## config.mk

```make
export PLATFORM = sky130hd
export DESIGN_NAME = addr_xlate
export DESIGN_NICKNAME = d
export VERILOG_FILES = /design/src/lsu_pkg.sv /design/src/addr_xlate.sv
export SDC_FILE = /design/constraint.sdc
export NUM_CORES = 1
export LEC_CHECK = 0
export ABC_CLOCK_PERIOD_IN_PS = 800
export BUFFER_PORTS_ARGS = -buffer_cell sky130_fd_sc_hd__buf_2
export CAP_MARGIN = 10
export CELL_PAD_IN_SITES_DETAIL_PLACEMENT = 1
export CELL_PAD_IN_SITES_GLOBAL_PLACEMENT = 2
export CORE_MARGIN = 5
export CORE_UTILIZATION = 25
export DETAILED_ROUTE_END_ITERATION = 6
export PLACE_DENSITY_LB_ADDON = 0.1
export SYNTH_ARGS = -nofsm -noshare
export SYNTH_HDL_FRONTEND = slang
export SYNTH_SLANG_ARGS = --single-unit
```

## constraint.sdc

```tcl
create_clock -name clk -period 0.8 [get_ports clk]
set_input_delay 0.08 -clock clk [delete_from_list [all_inputs] [get_ports clk]]
set_output_delay 0.08 -clock clk [all_outputs]
set_load 0.03 [all_outputs]
```

## src/lsu_pkg.sv

```systemverilog
package lsu_pkg;

	// loads sit below 8, stores from 8 up
	typedef enum logic [3:0] {
		LB  = 4'd0,
		LBU = 4'd1,
		LH  = 4'd2,
		LHU = 4'd3,
		LW  = 4'd4,
		LWL = 4'd5,
		LWR = 4'd6,
		SB  = 4'd8,
		SH  = 4'd9,
		SW  = 4'd10,
		SWL = 4'd11,
		SWR = 4'd12
	} mem_op_t;

	// cause register values
	typedef enum logic [4:0] {
		EXC_NONE = 5'd0,
		EXC_MOD  = 5'd1,
		EXC_TLBL = 5'd2,
		EXC_TLBS = 5'd3,
		EXC_ADEL = 5'd4,
		EXC_ADES = 5'd5
	} exc_code_t;

	// segment map
	localparam logic [31:0] KSEG0_BASE    = 32'h8000_0000;
	localparam logic [31:0] KSEG1_BASE    = 32'hA000_0000;
	localparam logic [31:0] KSEG2_BASE    = 32'hC000_0000;
	localparam logic [31:0] USEG_LIMIT    = 32'h0000_1000;
	localparam logic [31:0] USEG_RO_LIMIT = 32'h0000_0400;

	// data memory
	localparam int RAM_WORDS   = 1024;
	localparam int RAM_AW      = 10;
	localparam int RAM_LATENCY = 2;

endpackage
```

## src/addr_xlate.sv

```systemverilog
`timescale 1ns/1ps

module addr_xlate import lsu_pkg::*; (
	input  logic        clk,
	input  logic        rst_n,
	input  logic        xlate_req,
	input  logic [31:0] vaddr,
	input  logic        is_store,
	output logic        xlate_ready,
	output logic [31:0] paddr,
	output logic        uncached,
	output logic        illegal,
	output logic        miss,
	output logic        read_only
);

	logic [31:0] paddr_n;
	logic        uncached_n;
	logic        illegal_n;
	logic        miss_n;
	logic        read_only_n;

	always_comb begin
		paddr_n     = vaddr;
		uncached_n  = 1'b0;
		illegal_n   = 1'b0;
		miss_n      = 1'b0;
		read_only_n = 1'b0;
		if (vaddr >= KSEG2_BASE) begin
			illegal_n = 1'b1;
		end else if (vaddr >= KSEG0_BASE) begin
			// unmapped windows drop the segment bits
			paddr_n    = {3'b000, vaddr[28:0]};
			uncached_n = (vaddr >= KSEG1_BASE);
		end else if (vaddr < USEG_LIMIT) begin
			// only a store can fault on the low window
			read_only_n = (vaddr < USEG_RO_LIMIT) & is_store;
		end else begin
			miss_n = 1'b1;
		end
	end

	always_ff @(posedge clk or negedge rst_n) begin
		if (!rst_n) begin
			xlate_ready <= 1'b0;
		end else begin
			xlate_ready <= xlate_req;
		end
	end

	always_ff @(posedge clk) begin
		if (xlate_req) begin
			paddr     <= paddr_n;
			uncached  <= uncached_n;
			illegal   <= illegal_n;
			miss      <= miss_n;
			read_only <= read_only_n;
		end
	end

endmodule

```

==> out/metrics.csv <==
metric;value;unit
status;complete, but fails checks;
violations;setup timing;
wirelength;3.39;mm
finalHoldViolCount;0;
critical-path-top-delay-family;flip-flops;
rows;25;
syn-cell-area;1200;µm²
worstPathArrival;0.86;ns
grt.total_usage;11.4;%
fin_area;2330;µm²
maxSlewHeadroom;79.3;%
crit_path_top_delay_cell;edfxtp_1;
core_area;4690;µm²
cts_setup_buffers;0;
worstSetupPathType;flip-flop to output pin;
grt-ovfl-total;0;
viasPerCell;4.22;
syn_to_final_growth;93.6;%
start_util;25.6;%
ys_types;11;
drive_gt1_share;52.4;%
cp_num_buf_inv;1;
dpl.hpwl;2.39;mm
cts_root_buffer;clkbuf_8;
ios;73;
worst_slack;-0.135;ns
fin_nets;203;
clk_pin_slew;0.08;ns
portBuffers;72;
placed_area;1720;µm²
synthesis.nets;88;
worst-path-max-fanout;1;
power.leakage;0.974;nW
grt_pass1_wl;5.26;mm
fp.dieH;79.3;µm
place_ws;-0.263;ns
powerDensity;1990;nW/µm²
yosys_warnings;0;
clock_path_buffers;2;
ir_drop;0.000634;V
cp.required;0.72;ns
antenna_found_initial;0;
postSynthCellCount;52;
die_width;79.3;µm
grt_max_degree;24;
critical-path-max-stage-delay;0.41;ns
setup_viol;37;
cts_buffers;5;
dieArea;6290;µm²
grt_pass1_vias;1074;
vias;936;
tightestPinTransition;0.308;ns
synth_area_per_cell;23.1;µm²
drt_iter0_drc;22;
drv_cap;0;
fillCellCount;479;
htree_num_levels;2;
tritoncts;yes;
ys_seq_area_share;92.1;%
rsz0062_at_grt;true;
post-route-period-util;117;%
crit_path_start_kind;flip-flop;
cts_num_sinks;37;
firstDrtPassIters;2;
ys_ff_latch;37;
crit_path_end_kind;output pin;
fin_crit;0.935;ns
gp_congestion;0.639;
n_antenna_cell;0;
path_cells;buf_6;
drtAntennaViolNets;0;
fmax;1070;MHz
wire_per_inst;15.2;µm
slew_violations;0;
route.detailed.drc;0;
hp-class;input port to flip-flop;
[registers in the layout, indices dropped and copies added, names as in the netlist]
name         cells
paddr           32
xlate_ready      1
miss             1
read_only        1
uncached         1
illegal          1
[metrics by stage]
step	TNS (ns)	power (mW)	util, %	hold WS (ns)	instances
2_1_floorplan	-0.0107	2.70	-	-0.216	52
3_3_place_gp	-0.475	3.01	36.6	-0.145	186
3_5_place_dp	-0.498	3.03	36.6	-0.142	186
4_1_cts	-4.08	4.67	49.4	0.0717	222
5_1_grt	-5.17	4.82	49.6	0.0720	222
6_report	-3.61	4.62	49.6	0.0801	222
[area by class of cell]
| cell class | count | area, µm² | area share [%] |
|---|---|---|---|
| repair buffers | 109 | 965 | 41.5 |
| multi-input cells | 13 | 93.8 | 4.03 |
| inverters | 1 | 3.75 | 0.161 |
| well taps | 54 | 67.6 | 2.90 |
| flip-flops and latches | 37 | 1110 | 47.6 |
| clock buffers | 8 | 90.1 | 3.87 |
[routing by layer]
metal | track usage, % | vias up | wire length, µm
met5 | 0 | - | 0
met4 | 4.47 | 0 | 65
met3 | 5.22 | 9 | 259
met2 | 20.7 | 43 | 1850
met1 | 11.1 | 442 | 1210
li1 | - | 442 | -
[cell usage after synthesis]
cell / n / share of area [%]
edfxtp_1: 36 / 90
nor4b_1: 1 / 0.73
dfrtp_1: 1 / 2.1
clkbuf_1: 1 / 0.31
and2_1: 2 / 1.0
nor4_1: 5 / 2.6
inv_1: 1 / 0.31
and4_1: 1 / 0.73
and3_1: 2 / 1.0
a21boi_0: 1 / 0.63
a31oi_1: 1 / 0.52
[what timing repair did]
| item | in CTS | in global routing |
|---|---|---|
| hold buffers | 28 | 0 |
| gates resized for setup | 74 | 1 |
| setup endpoints to repair | 37 | 39 |
| hold endpoints to repair | 28 | 0 |
| cloned | 0 | 0 |
[power by group]
group	internal (mW)	switching [mW]	leakage [nW]
registers	2.29	0.0678	0.363
clock network	0.703	0.629	0.0455
logic	0.460	0.467	0.565
[worst paths after layout]
| path | startpoint | to | slack (ns) | cells past startpoint |
|---|---|---|---|---|
| worst max-delay path | paddr[19]$_DFFE_PP_ | paddr[19] | -0.14 | 1 |
| worst min-delay path | vaddr[18] | paddr[18]$_DFFE_PP_ | 0.08 | 2 |
| max in group asynchronous | rst_n | xlate_ready$_DFF_PN0_ | 0.62 | 2 |
| min in group asynchronous | rst_n | xlate_ready$_DFF_PN0_ | 0.10 | 2 |
[cells by family (layout without fill, tap and decap cells)]
logic type,count (synthesis),in the layout,synth area share [%]
buf+inv,2,118,0.624
simple gates,11,11,6.15
compound gates,2,2,1.15
flops,37,37,92.1
[cell usage in the layout (no fill, tap or decap)]
cell / synthesis / final
clkbuf_1: 1 / 2
and3_1: 2 / 2
dlygate4sd3_1: 0 / 28
nor4b_1: 1 / 1
buf_4: 0 / 7
and2_1: 2 / 2
buf_12: 0 / 2
buf_6: 0 / 37
dfrtp_1: 1 / 1
and4_1: 1 / 1
a31oi_1: 1 / 1
a21boi_0: 1 / 1
clkbuf_8: 0 / 6
edfxtp_1: 36 / 36
nor4_1: 5 / 4
nor4_2: 0 / 1
inv_1: 1 / 1
buf_2: 0 / 35
Power figures use the tool's default switching activity.
