[src/lsu_pkg.sv]
package lsu_pkg;

	// loads sit below 8, stores from 8 up
	typedef enum logic [3:0] {
		LB  = 4'd0,
		LBU = 4'd1,
		LH  = 4'd2,
		LHU = 4'd3,
		LW  = 4'd4,
		LWL = 4'd5,
		LWR = 4'd6,
		SB  = 4'd8,
		SH  = 4'd9,
		SW  = 4'd10,
		SWL = 4'd11,
		SWR = 4'd12
	} mem_op_t;

	// cause register values
	typedef enum logic [4:0] {
		EXC_NONE = 5'd0,
		EXC_MOD  = 5'd1,
		EXC_TLBL = 5'd2,
		EXC_TLBS = 5'd3,
		EXC_ADEL = 5'd4,
		EXC_ADES = 5'd5
	} exc_code_t;

	// segment map
	localparam logic [31:0] KSEG0_BASE    = 32'h8000_0000;
	localparam logic [31:0] KSEG1_BASE    = 32'hA000_0000;
	localparam logic [31:0] KSEG2_BASE    = 32'hC000_0000;
	localparam logic [31:0] USEG_LIMIT    = 32'h0000_1000;
	localparam logic [31:0] USEG_RO_LIMIT = 32'h0000_0400;

	// data memory
	localparam int RAM_WORDS   = 1024;
	localparam int RAM_AW      = 10;
	localparam int RAM_LATENCY = 2;

endpackage
[src/lsu.sv]
`timescale 1ns/1ps

module lsu import lsu_pkg::*; (
	input  logic        clk,
	input  logic        rst_n,
	input  logic        flush,
	// issue
	input  logic        issue,
	input  mem_op_t     op,
	input  logic [31:0] base,
	input  logic [15:0] offset,
	input  logic [31:0] store_data,
	input  logic [31:0] rt_old,
	output logic        busy,
	// translation
	output logic        xlate_req,
	output logic [31:0] vaddr,
	output logic        is_store,
	input  logic        xlate_ready,
	input  logic [31:0] paddr,
	input  logic        illegal,
	input  logic        miss,
	input  logic        read_only,
	// data bus
	output logic        req,
	output logic        we,
	output logic [31:0] addr,
	output logic [3:0]  be,
	output logic [31:0] wdata,
	input  logic        gnt,
	input  logic        rvalid,
	input  logic [31:0] rdata,
	// result
	output logic        done,
	output logic [31:0] load_data,
	output logic        exc_valid,
	output exc_code_t   exc_code,
	output logic [31:0] bad_vaddr
);

	typedef enum logic [1:0] {
		S_IDLE,
		S_XLATE,
		S_BUS,
		S_DATA
	} state_t;

	state_t                 state;
	mem_op_t                op_q;
	logic [31:0]            vaddr_q;
	logic [31:0]            store_data_q;
	logic [31:0]            rt_old_q;
	logic [31:0]            paddr_q;
	logic                   xlate_req_q;
	logic                   done_q;
	logic                   exc_valid_q;
	exc_code_t              exc_code_q;
	exc_code_t              exc_n;
	logic [RAM_LATENCY-1:0] live;
	logic                   accept;
	logic                   misaligned;
	logic                   ret_ok;
	logic [1:0]             off;
	logic [31:0]            rd_shr;
	logic [31:0]            rd_shl;
	logic [3:0]             merge_be;
	logic [31:0]            lane_mask;

	assign accept    = issue && (state == S_IDLE);
	assign off       = vaddr_q[1:0];
	assign is_store  = op_q inside {SB, SH, SW, SWL, SWR};
	assign busy      = (state != S_IDLE);
	assign xlate_req = xlate_req_q;
	assign vaddr     = vaddr_q;
	assign bad_vaddr = vaddr_q;

	assign req  = (state == S_BUS);
	assign we   = is_store;
	assign addr = paddr_q;

	// a return only counts if its grant came after the last flush
	assign ret_ok    = (state == S_DATA) && rvalid && live[RAM_LATENCY-1] && !flush;
	assign done      = done_q | ret_ok;
	assign exc_valid = exc_valid_q;
	assign exc_code  = exc_code_q;

	// address error, then miss, then write to read-only
	always_comb begin
		case (op_q)
			LW, SW:      misaligned = |off;
			LH, LHU, SH: misaligned = off[0];
			default:     misaligned = 1'b0;
		endcase
		if (illegal || misaligned)
			exc_n = is_store ? EXC_ADES : EXC_ADEL;
		else if (miss)
			exc_n = is_store ? EXC_TLBS : EXC_TLBL;
		else if (is_store && read_only)
			exc_n = EXC_MOD;
		else
			exc_n = EXC_NONE;
	end

	// write lanes
	always_comb begin
		be    = 4'b1111;
		wdata = store_data_q;
		case (op_q)
			LB, LBU, SB: begin
				be    = 4'b0001 << off;
				wdata = store_data_q << {off, 3'b000};
			end
			LH, LHU, SH: begin
				be    = off[1] ? 4'b1100 : 4'b0011;
				wdata = off[1] ? {store_data_q[15:0], 16'h0000} : store_data_q;
			end
			SWL: begin
				be    = 4'b1111 >> ~off;
				wdata = store_data_q >> {~off, 3'b000};
			end
			SWR: begin
				be    = 4'b1111 << off;
				wdata = store_data_q << {off, 3'b000};
			end
			default: ;
		endcase
	end

	// read formatting
	assign rd_shr    = rdata >> {off, 3'b000};
	assign rd_shl    = rdata << {~off, 3'b000};
	assign merge_be  = (op_q == LWL) ? (4'b1111 << ~off) : (4'b1111 >> off);
	assign lane_mask = {{8{merge_be[3]}}, {8{merge_be[2]}}, {8{merge_be[1]}}, {8{merge_be[0]}}};

	always_comb begin
		case (op_q)
			LB:      load_data = {{24{rd_shr[7]}}, rd_shr[7:0]};
			LBU:     load_data = {24'h0, rd_shr[7:0]};
			LH:      load_data = {{16{rd_shr[15]}}, rd_shr[15:0]};
			LHU:     load_data = {16'h0, rd_shr[15:0]};
			LWL:     load_data = (rt_old_q & ~lane_mask) | (rd_shl & lane_mask);
			LWR:     load_data = (rt_old_q & ~lane_mask) | (rd_shr & lane_mask);
			default: load_data = rdata;
		endcase
	end

	always_ff @(posedge clk or negedge rst_n) begin
		if (!rst_n) begin
			state       <= S_IDLE;
			xlate_req_q <= 1'b0;
			done_q      <= 1'b0;
			exc_valid_q <= 1'b0;
			exc_code_q  <= EXC_NONE;
			live        <= '0;
		end else begin
			xlate_req_q <= 1'b0;
			done_q      <= 1'b0;
			exc_valid_q <= 1'b0;
			live        <= {live[RAM_LATENCY-2:0], req & gnt & ~we};
			if (flush) begin
				state <= S_IDLE;
				live  <= '0;
			end else begin
				case (state)
					S_IDLE: begin
						if (accept) begin
							state       <= S_XLATE;
							xlate_req_q <= 1'b1;
						end
					end
					S_XLATE: begin
						if (xlate_ready) begin
							exc_code_q <= exc_n;
							if (exc_n != EXC_NONE) begin
								state       <= S_IDLE;
								done_q      <= 1'b1;
								exc_valid_q <= 1'b1;
							end else begin
								state <= S_BUS;
							end
						end
					end
					S_BUS: begin
						if (gnt) begin
							state  <= we ? S_IDLE : S_DATA;
							done_q <= we;
						end
					end
					S_DATA: begin
						if (ret_ok)
							state <= S_IDLE;
					end
					default: state <= S_IDLE;
				endcase
			end
		end
	end

	always_ff @(posedge clk) begin
		if (accept) begin
			op_q         <= op;
			vaddr_q      <= base + {{16{offset[15]}}, offset};
			store_data_q <= store_data;
			rt_old_q     <= rt_old;
		end
		if (state == S_XLATE && xlate_ready)
			paddr_q <= paddr;
	end

endmodule

[config.mk]
export PLATFORM = sky130hd
export DESIGN_NAME = lsu
export DESIGN_NICKNAME = d
export VERILOG_FILES = /design/src/lsu_pkg.sv /design/src/lsu.sv
export SDC_FILE = /design/constraint.sdc
export NUM_CORES = 1
export LEC_CHECK = 0
export ABC_CLOCK_PERIOD_IN_PS = 4100
export BUFFER_PORTS_ARGS = -buffer_cell sky130_fd_sc_hd__buf_2
export CAP_MARGIN = 40
export CORE_UTILIZATION = 45
export DETAILED_ROUTE_END_ITERATION = 8
export PLACE_DENSITY = 0.74
export SLEW_MARGIN = 20
export SYNTH_ARGS = -nofsm -noshare
export SYNTH_HDL_FRONTEND = slang
export SYNTH_SLANG_ARGS = --single-unit
[constraint.sdc]
create_clock -name clk -period 4.1 [get_ports clk]
set_input_delay 0.205 -clock clk [delete_from_list [all_inputs] [get_ports clk]]
set_output_delay 0.205 -clock clk [all_outputs]
set_load 0.02 [all_outputs]
==> metrics.log <==
INFO  metric post_drt_wl_per_cell = 18.73 microns
INFO  metric setup_violations = 0
INFO  metric relSlewSlack = between 50 and 60%
INFO  metric postCtsHoldBufs = 102
INFO  metric synth_seq_cells = 142
INFO  metric timing_hold_violations_final = 0
INFO  metric ctsHtreeMaxLevel = 4
INFO  metric clock-root-buffer = clkbuf_16
INFO  metric worst-setup-path-type = register to output port
INFO  metric cts-resized-gates = 0
INFO  metric clk-insertion-delay-late = about 0.42 ns
INFO  metric worst_r2r_startpoint = bad_vaddr[1]$_DFFE_PP_
INFO  metric async_reset_ff_share = under 10%
INFO  metric rows = between 50 and 60
INFO  metric layout-drive-gt1-share = a little under a third
INFO  metric hold_path.class = input pin to register
INFO  metric fin_nets = ~1600
INFO  metric wire_length_of_the_first_global_routing_pass = ~47000 microns
INFO  metric fin_setup_tns = 0 ns
INFO  metric reg2reg_setup_slack = about 1.4 ns
INFO  metric final_cell_count_no_fill = roughly 1700
INFO  metric worstPathBufferInverterCount = 1
INFO  metric startpoint_type = register
INFO  metric drt_first_iter_violations = between 900 and 1000
INFO  metric grt_max_degree = 60
INFO  metric route.detailed.vias_per_inst = approximately 5.8
INFO  metric design.die.area = about 22000 sq um
INFO  metric ant_nets = 0
INFO  metric final_common_cell = buf_2
INFO  metric timing.critical_path.slowest_stage_cell = edfxtp_1
INFO  metric synth.yosys.warnings = 0
INFO  metric grt_setup_unrepaired = false
INFO  metric first_global_vias = a little under 9000
INFO  metric critical-path-max-stage-delay = 0.76 ns
INFO  metric layout.core_utilization = ~62%
INFO  metric gp_congestion = roughly 0.99
INFO  metric cts_made_buffers = 17
INFO  metric power_per_cell_area = just under 400 nW/um^2
INFO  metric synth_edf_count = 132
INFO  metric critical_path.top_delay_family = simple AND/OR/NAND/NOR gates
INFO  metric endpoint_of_the_worst_slack_reg_to_reg_timing_path = done_q$_DFF_PN0_
INFO  metric critPathCaptureType = output port
INFO  metric vdd.ir_drop.worst = 0.2503 mV
INFO  metric synth_area_leader_cell = edfxtp_1
INFO  metric placedCellCount = roughly 1500
INFO  metric timing.max_cap.violations = 0
INFO  metric ys_seq_area_share = between 40% and 50%
INFO  metric post-cts-setup-buffer-count = 0
INFO  metric synth-main-ff-cell = edfxtp_1
INFO  metric io_pins = approximately 370
INFO  metric finalHoldWorstSlack = 0.04572 ns
INFO  metric finalInstanceArea = roughly 13000 sq um
INFO  metric critical_path.max_fanout = 18
INFO  metric totalWireLength = 31380 microns
INFO  metric clock_tree.buffer_depth = 2
INFO  metric drc = 0
INFO  metric synth_cells = between 900 and 1000
INFO  metric crit_end = load_data[12]
INFO  metric flow.area_growth_from_synthesis = 33.98%
INFO  metric first_pass_iters = 6
INFO  metric crit_chain = and2b_2, nand3_1, nand3_1, o21a_1, a31oi_1, o22ai_1, a31oi_1, buf_2
INFO  metric worst_setup_hold_path_clk_slew = 0.07 ns
INFO  metric die_height = 149 microns
INFO  metric input_output_buffers = around 360
INFO  metric crit_required = between 3 and 4 ns
INFO  metric horizontal_extent_of_the_die = roughly 150 microns
INFO  metric floorplan.core_area = 21090 sq um
INFO  metric cts.sink_count = 142
INFO  metric max_freq = around 0.28 GHz
INFO  metric path_depth = 8
INFO  metric run_status = finished, final reports clean
INFO  metric timing.critical_path.arrival = 3.34 ns
INFO  metric place_hpwl = ~22000 microns
INFO  metric synth.top_cells.by_area = edfxtp_1, ha_1, nor2_1, a21oi_1, nand2_1
INFO  metric worst_clock_skew = ~0.007 ns
INFO  metric vias = slightly below 10000
INFO  metric grtUsageTotal = between 20% and 30%
INFO  metric max_slew.worst_pin.slew = between 0.7 and 0.8 ns
INFO  metric reg2regPathDepth = 9
INFO  metric synth_largest_type_area_fraction = approximately two fifths
INFO  metric placed_cell_area = 11400 sq um
INFO  metric report.final.slew_viol_count = 0
INFO  metric synth_cell_types = slightly above 80
INFO  metric setup.worst_path.start = op_q[2]$_DFFE_PP_
INFO  metric cts_tree = yes
INFO  metric synth.cell_area = around 9700 sq um
INFO  metric start_util = 46.11%
INFO  metric grt.overflow.total = 0
INFO  metric power.leakage = roughly 0.0056 uW
INFO  metric post_synth.cell_area_avg = 9.842 sq um
INFO  metric final.period_utilization = roughly 87%
INFO  metric grt_antenna_before_repair = 3
INFO  metric min_cycle_time_layout = 3.548 ns
INFO  metric layout_common_cells = buf_2, edfxtp_1, dlygate4sd3_1
==> area by class of cell <==
cell class,instances,area (sq um)
Antenna cell,2,5.005
Clock buffer,17,425.4
Clock inverter,15,176.4
Fill cell,1801,8059
Inverter,32,120.1
Multi-Input combinational cell,715,4783
Sequential cell,142,4214
Tap cell,275,344.1
Timing Repair Buffer,477,2960
==> state kept, by name, summed over array words and instances, names as in the netlist <==
signal	cells
exc_valid	1
state	2
addr	32
xlate_req	1
op_q	4
store_data_q	32
exc_code	3
bad_vaddr	32
rt_old_q	32
done_q	1
live	2
==> routing by layer <==
metal / share of wire (%) / GRT usage [%]
met1: 41 / 36.44
met3: 8.4 / 5.199
met5: 0.041 / 0
met2: 47 / 43.56
met4: 3.3 / 11.02
==> stage by stage <==
| stage | total power (uW) | setup WS, ns |
|---|---|---|
| after floorplan | 2977 | 0.6554 |
| after global placement | 3406 | 1.163 |
| after detailed placement | 3427 | 1.102 |
| after CTS | 5125 | 0.6332 |
| after global routing | 5331 | 0.3533 |
| final | 5117 | 0.5522 |
==> cell families after synthesis <==
kind of cell / Yosys count / synth area share, %
buf+inv: 132 / 7.540
mux: 39 / 4.310
compound gates: 328 / 23.48
other cells: 1 / 0.03856
fa+ha+maj: 36 / 4.709
simple gates: 284 / 14.24
xor+xnor: 26 / 2.342
flops: 142 / 43.34
==> how the worst min path moves through the flow <==
stage	start	to	slack, ns	cells past startpoint
floorplan	rst_n	done_q$_DFF_PN0_	-0.09	0
global placement	rst_n	live[0]$_DFF_PN0_	0.09	1
detailed placement	rst_n	live[1]$_DFF_PN0_	0.09	1
CTS	miss	exc_code[1]$_DFFE_PN0P_	0.03	3
global route	miss	exc_code[1]$_DFFE_PN0P_	0.04	3
finish	miss	exc_code[1]$_DFFE_PN0P_	0.05	3
==> synth_stat cells, types with 18 or more instances <==
| master | n |
|---|---|
| edfxtp_1 | 132 |
| nor2_1 | 95 |
| nand2_1 | 84 |
| a21oi_1 | 66 |
| o21ai_0 | 54 |
| buf_4 | 39 |
| ha_1 | 35 |
| inv_1 | 30 |
| a31oi_1 | 26 |
| buf_2 | 26 |
| mux2i_1 | 25 |
| a221oi_1 | 23 |
| nand3_1 | 23 |
| a211oi_1 | 22 |
| a22oi_1 | 22 |
| clkbuf_1 | 20 |
| nor2b_1 | 20 |
| xnor2_1 | 18 |
==> worst register-to-register path: stages, from the launching register on <==
cell and delay (ns):
edfxtp_1 0.62, buf_4 0.49, nor2_1 0.08, buf_4 0.22, nor3_1 0.15, nor2_1 0.07, o21ai_0 0.53, nor2_1 0.16
o22ai_1 0.18, and3_1 0.16
==> power by group <==
part           internal, uW  switching, uW
combinational           627           1020
sequential             1770            101
clock                   918            689
total                  3310           1810
No activity file was read; power rests on OpenSTA's default activity.
