[src/lsu_pkg.sv]
package lsu_pkg;

	// loads sit below 8, stores from 8 up
	typedef enum logic [3:0] {
		LB  = 4'd0,
		LBU = 4'd1,
		LH  = 4'd2,
		LHU = 4'd3,
		LW  = 4'd4,
		LWL = 4'd5,
		LWR = 4'd6,
		SB  = 4'd8,
		SH  = 4'd9,
		SW  = 4'd10,
		SWL = 4'd11,
		SWR = 4'd12
	} mem_op_t;

	// cause register values
	typedef enum logic [4:0] {
		EXC_NONE = 5'd0,
		EXC_MOD  = 5'd1,
		EXC_TLBL = 5'd2,
		EXC_TLBS = 5'd3,
		EXC_ADEL = 5'd4,
		EXC_ADES = 5'd5
	} exc_code_t;

	// segment map
	localparam logic [31:0] KSEG0_BASE    = 32'h8000_0000;
	localparam logic [31:0] KSEG1_BASE    = 32'hA000_0000;
	localparam logic [31:0] KSEG2_BASE    = 32'hC000_0000;
	localparam logic [31:0] USEG_LIMIT    = 32'h0000_1000;
	localparam logic [31:0] USEG_RO_LIMIT = 32'h0000_0400;

	// data memory
	localparam int RAM_WORDS   = 1024;
	localparam int RAM_AW      = 10;
	localparam int RAM_LATENCY = 2;

endpackage
[src/dbus_arbiter.sv]
`timescale 1ns/1ps

module dbus_arbiter import lsu_pkg::*; (
	input  logic              clk,
	input  logic              rst_n,
	// host master
	input  logic              host_req,
	input  logic              host_we,
	input  logic [31:0]       host_addr,
	input  logic [3:0]        host_be,
	input  logic [31:0]       host_wdata,
	output logic              host_rvalid,
	output logic [31:0]       host_rdata,
	// lsu master
	input  logic              lsu_req,
	input  logic              lsu_we,
	input  logic [31:0]       lsu_addr,
	input  logic [3:0]        lsu_be,
	input  logic [31:0]       lsu_wdata,
	output logic              lsu_gnt,
	output logic              lsu_rvalid,
	output logic [31:0]       lsu_rdata,
	// ram side
	output logic              ram_en,
	output logic              ram_we,
	output logic [RAM_AW-1:0] ram_idx,
	output logic [3:0]        ram_be,
	output logic [31:0]       ram_wdata,
	input  logic [31:0]       ram_rdata
);

	logic [RAM_LATENCY-1:0] rd_pend;
	logic [RAM_LATENCY-1:0] rd_host;

	// host always wins
	assign lsu_gnt   = lsu_req & ~host_req;
	assign ram_en    = host_req | lsu_req;
	assign ram_we    = host_req ? host_we : lsu_we;
	assign ram_idx   = host_req ? host_addr[RAM_AW+1:2] : lsu_addr[RAM_AW+1:2];
	assign ram_be    = host_req ? host_be : lsu_be;
	assign ram_wdata = host_req ? host_wdata : lsu_wdata;

	// owner of each read in flight
	always_ff @(posedge clk or negedge rst_n) begin
		if (!rst_n) begin
			rd_pend <= '0;
			rd_host <= '0;
		end else begin
			rd_pend <= {rd_pend[RAM_LATENCY-2:0], ram_en & ~ram_we};
			rd_host <= {rd_host[RAM_LATENCY-2:0], host_req};
		end
	end

	assign host_rvalid = rd_pend[RAM_LATENCY-1] & rd_host[RAM_LATENCY-1];
	assign lsu_rvalid  = rd_pend[RAM_LATENCY-1] & ~rd_host[RAM_LATENCY-1];
	assign host_rdata  = host_rvalid ? ram_rdata : 32'h0;
	assign lsu_rdata   = lsu_rvalid ? ram_rdata : 32'h0;

endmodule

[config.mk]
export PLATFORM = sky130hd
export DESIGN_NAME = dbus_arbiter
export DESIGN_NICKNAME = d
export VERILOG_FILES = /design/src/lsu_pkg.sv /design/src/dbus_arbiter.sv
export SDC_FILE = /design/constraint.sdc
export NUM_CORES = 1
export LEC_CHECK = 0
export ABC_AREA = 1
export BUFFER_PORTS_ARGS = -buffer_cell sky130_fd_sc_hd__buf_4
export CAP_MARGIN = 0
export CORE_AREA = 2 2 113 115
export CTS_BUF_LIST = sky130_fd_sc_hd__clkbuf_4
export DETAILED_ROUTE_END_ITERATION = 10
export DIE_AREA = 0 0 115 117
export GPL_TIMING_DRIVEN = 0
export SLEW_MARGIN = 20
export SYNTH_ARGS = -nofsm -noshare
export SYNTH_HDL_FRONTEND = slang
export SYNTH_SLANG_ARGS = --single-unit
[constraint.sdc]
create_clock -name clk -period 2.05 [get_ports clk]
set_clock_uncertainty 0.2 [all_clocks]
set_input_delay 0.1025 -clock clk [delete_from_list [all_inputs] [get_ports clk]]
set_output_delay 0.1025 -clock clk [all_outputs]
set_load 0.1 [all_outputs]
==> results of run 1 <==
## final cells by class
| cell class | instances | share of cell area, % |
|---|---|---|
| clock buffers | 3 | 0.6589 |
| well taps | 150 | 5.490 |
| multi-input cells | 210 | 27.75 |
| repair buffers | 247 | 54.80 |
| inverters | 38 | 4.173 |
| plain buffers | 17 | 4.209 |
| flip-flops and latches | 4 | 2.928 |
## layer usage
metal / routed length, um / part of all wire (%) / up-vias
li1: - / - / 1257
met1: 2437 / 36 / 946
met2: 3420 / 51 / 170
met3: 854 / 13 / 2
met4: 27 / 0.40 / 0
met5: 0 / 0 / -
## path summary, 6_finish.rpt
path / end / start / slack, ns / cells past startpoint
min in group asynchronous: rd_pend[1] / rst_n / 0.02 / 2
min reg2reg: rd_pend[1] / rd_pend[0] / 0.14 / 0
max in group asynchronous: rd_host[0] / rst_n / 1.53 / 2
max: ram_wdata[10] / host_req / 0.06 / 9
max reg2reg: rd_host[1] / rd_host[0] / 1.39 / 0
min: rd_pend[0] / host_we / 0.01 / 4
## timing repair
action                                  in CTS  in global routing
hold buffers                                 3                  0
resized for setup                            0                  3
endpoints found under the hold margin        6                  0
endpoints found under the setup margin       0                  3
## stage by stage
step                total power [uW]  worst slack (ns)  utilization, %  setup TNS (ns)
floorplan                       1290           -0.3030               -          -9.404
global placement                1735            0.5154           27.25               0
detailed placement              1736            0.5052           27.25               0
CTS                             1842           0.03374           27.67               0
global route                    1916          0.004061           27.76               0
finish                          1826           0.06486           27.76               0
## sequential cells by signal, indices dropped and copies added (netlist names)
name	flops
rd_pend	2
rd_host	2
## power groups by stage
stage,logic (uW),clock network [uW],registers [uW]
2_1_floorplan,1200,0,87.8
3_3_place_gp,1650,0,88.8
3_5_place_dp,1650,0,88.8
4_1_cts,1650,101,87.8
5_1_grt,1710,116,88.0
6_report,1640,94.2,87.6
## cells by family after synthesis
family                 count (synthesis)  synth area share [%]
buffers and inverters                 55                 24.34
flip-flops                             4                 8.502
AND/OR/NAND/NOR                      210                 67.16
## cells in the mapped netlist (all sizes together)
cell / number / area [sq um]
nand2: 142 / 533.0
nor2: 68 / 257.8
inv: 38 / 142.6
buf: 17 / 143.9
dfrtp: 4 / 100.1
## critical path, cell delays in order
cell and delay [ns]:
dlygate4sd3_1 0.53, buf_4 0.15, buf_6 0.12, inv_2 0.05, buf_6 0.14, buf_6 0.15
nand2_1 0.05, nand2_1 0.09, buf_4 0.30
==> summary.md, run 1 <==
| Metric | Value |
|---|---|
| Req. time, crit path | `approximately 1.8 ns` |
| Nets | `695` |
| Grt met3 use | `2.060%` |
| Headroom to the max-slew limit | `roughly four fifths` |
| Register area | `100.1 sq um` |
| Fraction of layout cells with a size suffix above 1 | `a little over three fifths` |
| Pre-antenna DRT Iters | `4` |
| Initial antenna violation count | `0` |
| Post-synthesis net count | `between 400 and 500` |
| Final cell count without fillers | `~670` |
| Total gr overflow | `0` |
| Met2 GRT Util | `about 18%` |
| Worst Setup End Kind | `primary output` |
| Post-route cell area | `~3400 sq um` |
| Yosys cell types | `9` |
| Arr. time, crit path | `~1.7 ns` |
| Highest clock rate | `0.5037 GHz` |
| Worst setup path class | `input pin to primary output` |
| CTS Sinks | `4` |
| Crit Path Max Fanout | `10` |
| CTS tree | `yes` |
| # placed instances | `between 600 and 700` |
| Synth Warn # | `0` |
| Worst-Margin Slew | `0.2974 ns` |
| Commonest non-fill, non-tap cell in the layout | `buf_4` |
| Port bufs | `244` |
| Global-route wire length before repair | `roughly 9500 um` |
| Deepest clock path buffer count | `2` |
| Unrepaired setup endpoints after global routing | `false` |
| GRT busiest layer | `met2` |
| DR vias | `between 2,000 and 2,500` |
| Period Utilization, post-route | `96.84%` |
| Routed WL | `between 6000 and 7000 um` |
| CTS Buf Count | `3` |
| 1st-iter DRT viols | `36` |
| Clock latency on the worst-skew pair | `0.23 ns` |
| Final hold violation count | `0` |
| Post-CTS Setup Bufs | `0` |
| Pwr dens | `~530 nW/um^2` |
| VDD IR-drop max | `~0.23 mV` |
| Sequential share of power | `4.8%` |
| Cells after Synth | `269` |
| Hold Slack | `about 0.012 ns` |
| Post-synthesis register bit count | `4` |
| Hpwl dp | `6118 um` |
| Antenna Cells | `0` |
| Routed Antenna Nets | `0` |
| DRC Markers | `0` |
| Synthesized area | `between 1000 and 1500 sq um` |
| Die W | `approximately 120 um` |
| Row Count | `between 40 and 50` |
| Max Slew Vio Count | `0` |
| Crit path launch type | `input pin` |
| Vias in the first global route | `2,095` |
| Final setup viols | `0` |
| Core area | `about 12,000 sq um` |
| Most frequent cells in the layout | `buf_4 (242), nand2_1 (142), nor2_2 (61)` |
| Pint | `between 500 and 600 uW` |
| Largest net degree at the start of global routing | `11` |
| H-tree Lvls | `1` |
| Max cap viols | `0` |
| Sequential area share after synthesis | `under 10%` |
| Area delta synth->final | `190.3%` |
| Fillers | `1,379` |
| DP Area | `~3400 sq um` |
| GRT Total Usage | `8.628%` |
| Outcome | `finished, final reports clean` |
| Area of the multi-input gates | `948.4 sq um` |
| Die area | `approximately 13,000 sq um` |
| Tmin final | `between 1.5 and 2 ns` |
| Die Y | `between 100 and 150 um` |
| Leakage | `about 0.0021 uW` |
| Via-per-instance ratio | `between 3 and 4` |
| Clock network power share | `5.2%` |
| CTS root buf | `clkbuf_4` |
| Initial Util | `9.563%` |
| IO Pins | `roughly 290` |
| Hold Crit Class | `input pin to flip-flop` |
| Sw frac | `69.42%` |
| Gpl congestion | `slightly above 0.7` |
| Comb power frac | `between 90% and 100%` |
| DR WL/cell | `slightly above 10 um` |
| Mean post-synth cell area | `between 4 and 5 sq um` |
| Sw power | `1268 uW` |
| Met1 track demand over resource | `a little under a tenth` |
| CTS clk-pin slew, worst paths | `roughly 0.04 ns` |
Power figures use the tool's default switching activity.
==> inputs of run 2 (changes only) <==
Settings changed: CELL_PAD_IN_SITES_DETAIL_PLACEMENT set to 1, CELL_PAD_IN_SITES_GLOBAL_PLACEMENT set to 1, PLACE_DENSITY_LB_ADDON set to 0.1.
==> run 2 against run 1 <==
  * Flip-flop and latch count unchanged
  * Register-to-register slack about the same
  * Cell count up 0.30%
  * Maximum frequency up 1.2%
  * Sequential share of layout area about the same
  * Count of clock-buffer cells in the layout unchanged
  * Global-route usage up 1.9 points
  * First-iteration DRC count up 17%
  * Non-clock buffer count up 1
  * Hold slack better by 0.036 ns
  * Power up 0.35%
  * Critical endpoint is now ram_wdata[20]
  * Largest power group unchanged
==> summary.md, run 2 (synthesis gave the netlist of run 1 again) <==
| Metric | Value |
|---|---|
| Post-CTS Setup Bufs | `0` |
| Routed WL | `7793 um` |
| Total gr overflow | `0` |
| IO Pins | `just under 300` |
| GRT Total Usage | `about a tenth` |
| Most frequent cells in the layout | `buf_4 (244), nand2_1 (142), nor2_2 (61)` |
| Via-per-instance ratio | `about 3.7` |
| Routed Antenna Nets | `0` |
| Tmin final | `roughly 2.0 ns` |
| CTS root buf | `clkbuf_4` |
| Commonest non-fill, non-tap cell in the layout | `buf_4` |
| VDD IR-drop max | `around 0.18 mV` |
| Biggest regs | `rd_host (2), rd_pend (2)` |
| H-tree Lvls | `1` |
| Crit Path Max Fanout | `10` |
| Hold Slack | `roughly 0.048 ns` |
| Fraction of layout cells with a size suffix above 1 | `between 60% and 70%` |
| CTS Sinks | `4` |
| Crit path launch type | `input pin` |
| Final setup viols | `0` |
| Die W | `115 um` |
| Highest clock rate | `between 0.5 and 0.6 GHz` |
| Deepest clock path buffer count | `2` |
| Global-route wire length before repair | `11,370 um` |
| Arr. time, crit path | `about 1.7 ns` |
| Period Utilization, post-route | `approximately 96%` |
| Req. time, crit path | `between 1.5 and 2 ns` |
| Worst setup path class | `input pin to primary output` |
| Total Power | `1833 uW` |
| Hpwl dp | `between 7000 and 8000 um` |
| Largest net degree at the start of global routing | `11` |
| CTS Buf Count | `3` |
| Worst Setup End Kind | `primary output` |
| Port bufs | `approximately 240` |
| Max Slew Vio Count | `0` |
| Die area | `about 13,000 sq um` |
| DR WL/cell | `11.61 um` |
| Hold Crit Class | `input pin to async pin` |
| Clock latency on the worst-skew pair | `between 0.2 and 0.25 ns` |
| Pwr dens | `approximately 540 nW/um^2` |
| Gpl congestion | `0.6932` |
| Fillers | `around 1,600` |
| Outcome | `finished, final reports clean` |
| DR vias | `around 2,500` |
| Unrepaired setup endpoints after global routing | `false` |
| Vias in the first global route | `approximately 2,400` |
| Initial antenna violation count | `0` |
| Row Count | `~40` |
| Initial Util | `9.563%` |
| Final worst setup slack | `0.08804 ns` |
| Worst-Margin Slew | `roughly 0.3 ns` |
| Final hold violation count | `0` |
| Pre-antenna DRT Iters | `4` |
| Nets | `about 700` |
| Headroom to the max-slew limit | `roughly 80%` |
| 1st-iter DRT viols | `42` |
| Die Y | `between 100 and 150 um` |
| Post-place setup slack | `0.5088 ns` |
| CTS tree | `yes` |
| DRC Markers | `0` |
| Area delta synth->final | `190.8%` |
| CTS clk-pin slew, worst paths | `0.04 ns` |
| Leakage | `between 0.002 and 0.0025 uW` |
| Core area | `12,310 sq um` |
| Max cap viols | `0` |
## run 2: changes by cell type in the layout (fill, tap and decap cells not counted)
| cell | previous run | this run |
|---|---|---|
| buf_4 | 242 | 244 |
| buf_6 | 12 | 10 |
| diode_2 | 0 | 1 |
| dlygate4sd3_1 | 3 | 4 |
## run 2: path summary, 6_finish.rpt
path                             from       endpoint  slack, ns  depth (start not counted)
max                          host_req  ram_wdata[20]       0.09                          9
min                             rst_n     rd_host[1]       0.05                          2
max reg2reg                rd_host[0]     rd_host[1]       1.39                          0
min reg2reg                rd_pend[0]     rd_pend[1]       0.14                          0
max in group asynchronous       rst_n     rd_pend[0]       1.50                          2
min in group clk           rd_pend[0]     rd_pend[1]       0.14                          0
## run 2: metal layers
| layer | up-vias | track usage [%] | wire length, um |
|---|---|---|---|
| li1 | 1259 | - | - |
| met1 | 1045 | 10.09 | 2570 |
| met2 | 158 | 20.94 | 4071 |
| met3 | 0 | 5.304 | 1151 |
| met4 | 0 | 0.4819 | 0 |
| met5 | - | 0 | 0 |
## run 2: cell type report
type / count / area, sq um / area share (%)
diodes: 1 / 2.502 / 0.07310
plain buffers: 17 / 143.9 / 4.203
clock buffers: 3 / 22.52 / 0.6579
inverters: 38 / 142.6 / 4.167
multi-input cells: 210 / 948.4 / 27.70
flip-flops and latches: 4 / 100.1 / 2.924
well taps: 150 / 187.7 / 5.482
repair buffers: 248 / 1876 / 54.79
## run 2: where the power goes
group	total [uW]	leakage [uW]	switching, uW	internal (uW)
logic	1650	0.00206	1240	409
clock network	96.4	0.0000138	31.0	65.4
registers	87.2	0.0000474	2.40	84.8
total	1830	0.00212	1270	559
## run 2: stage by stage
step                util (%)  cell area [sq um]  setup TNS (ns)  cells
floorplan                  -               1335          -9.404    269
global placement       27.25               3354               0    663
detailed placement     27.25               3354               0    663
CTS                    27.75               3417               0    670
global route           27.78               3421               0    670
finish                 27.80               3423               0    671
## run 2: timing repair
action | in CTS | in global routing
endpoints found under the hold margin | 6 | 0
hold buffers | 4 | 0
gates resized for setup | 0 | 1
endpoints found under the setup margin | 0 | 1
## run 2: critical path, stage by stage
cell	delay, ns
dlygate4sd3_1	0.54
buf_4	0.14
buf_6	0.12
inv_2	0.05
buf_6	0.14
buf_6	0.15
nand2_1	0.06
nand2_1	0.06
buf_4	0.28
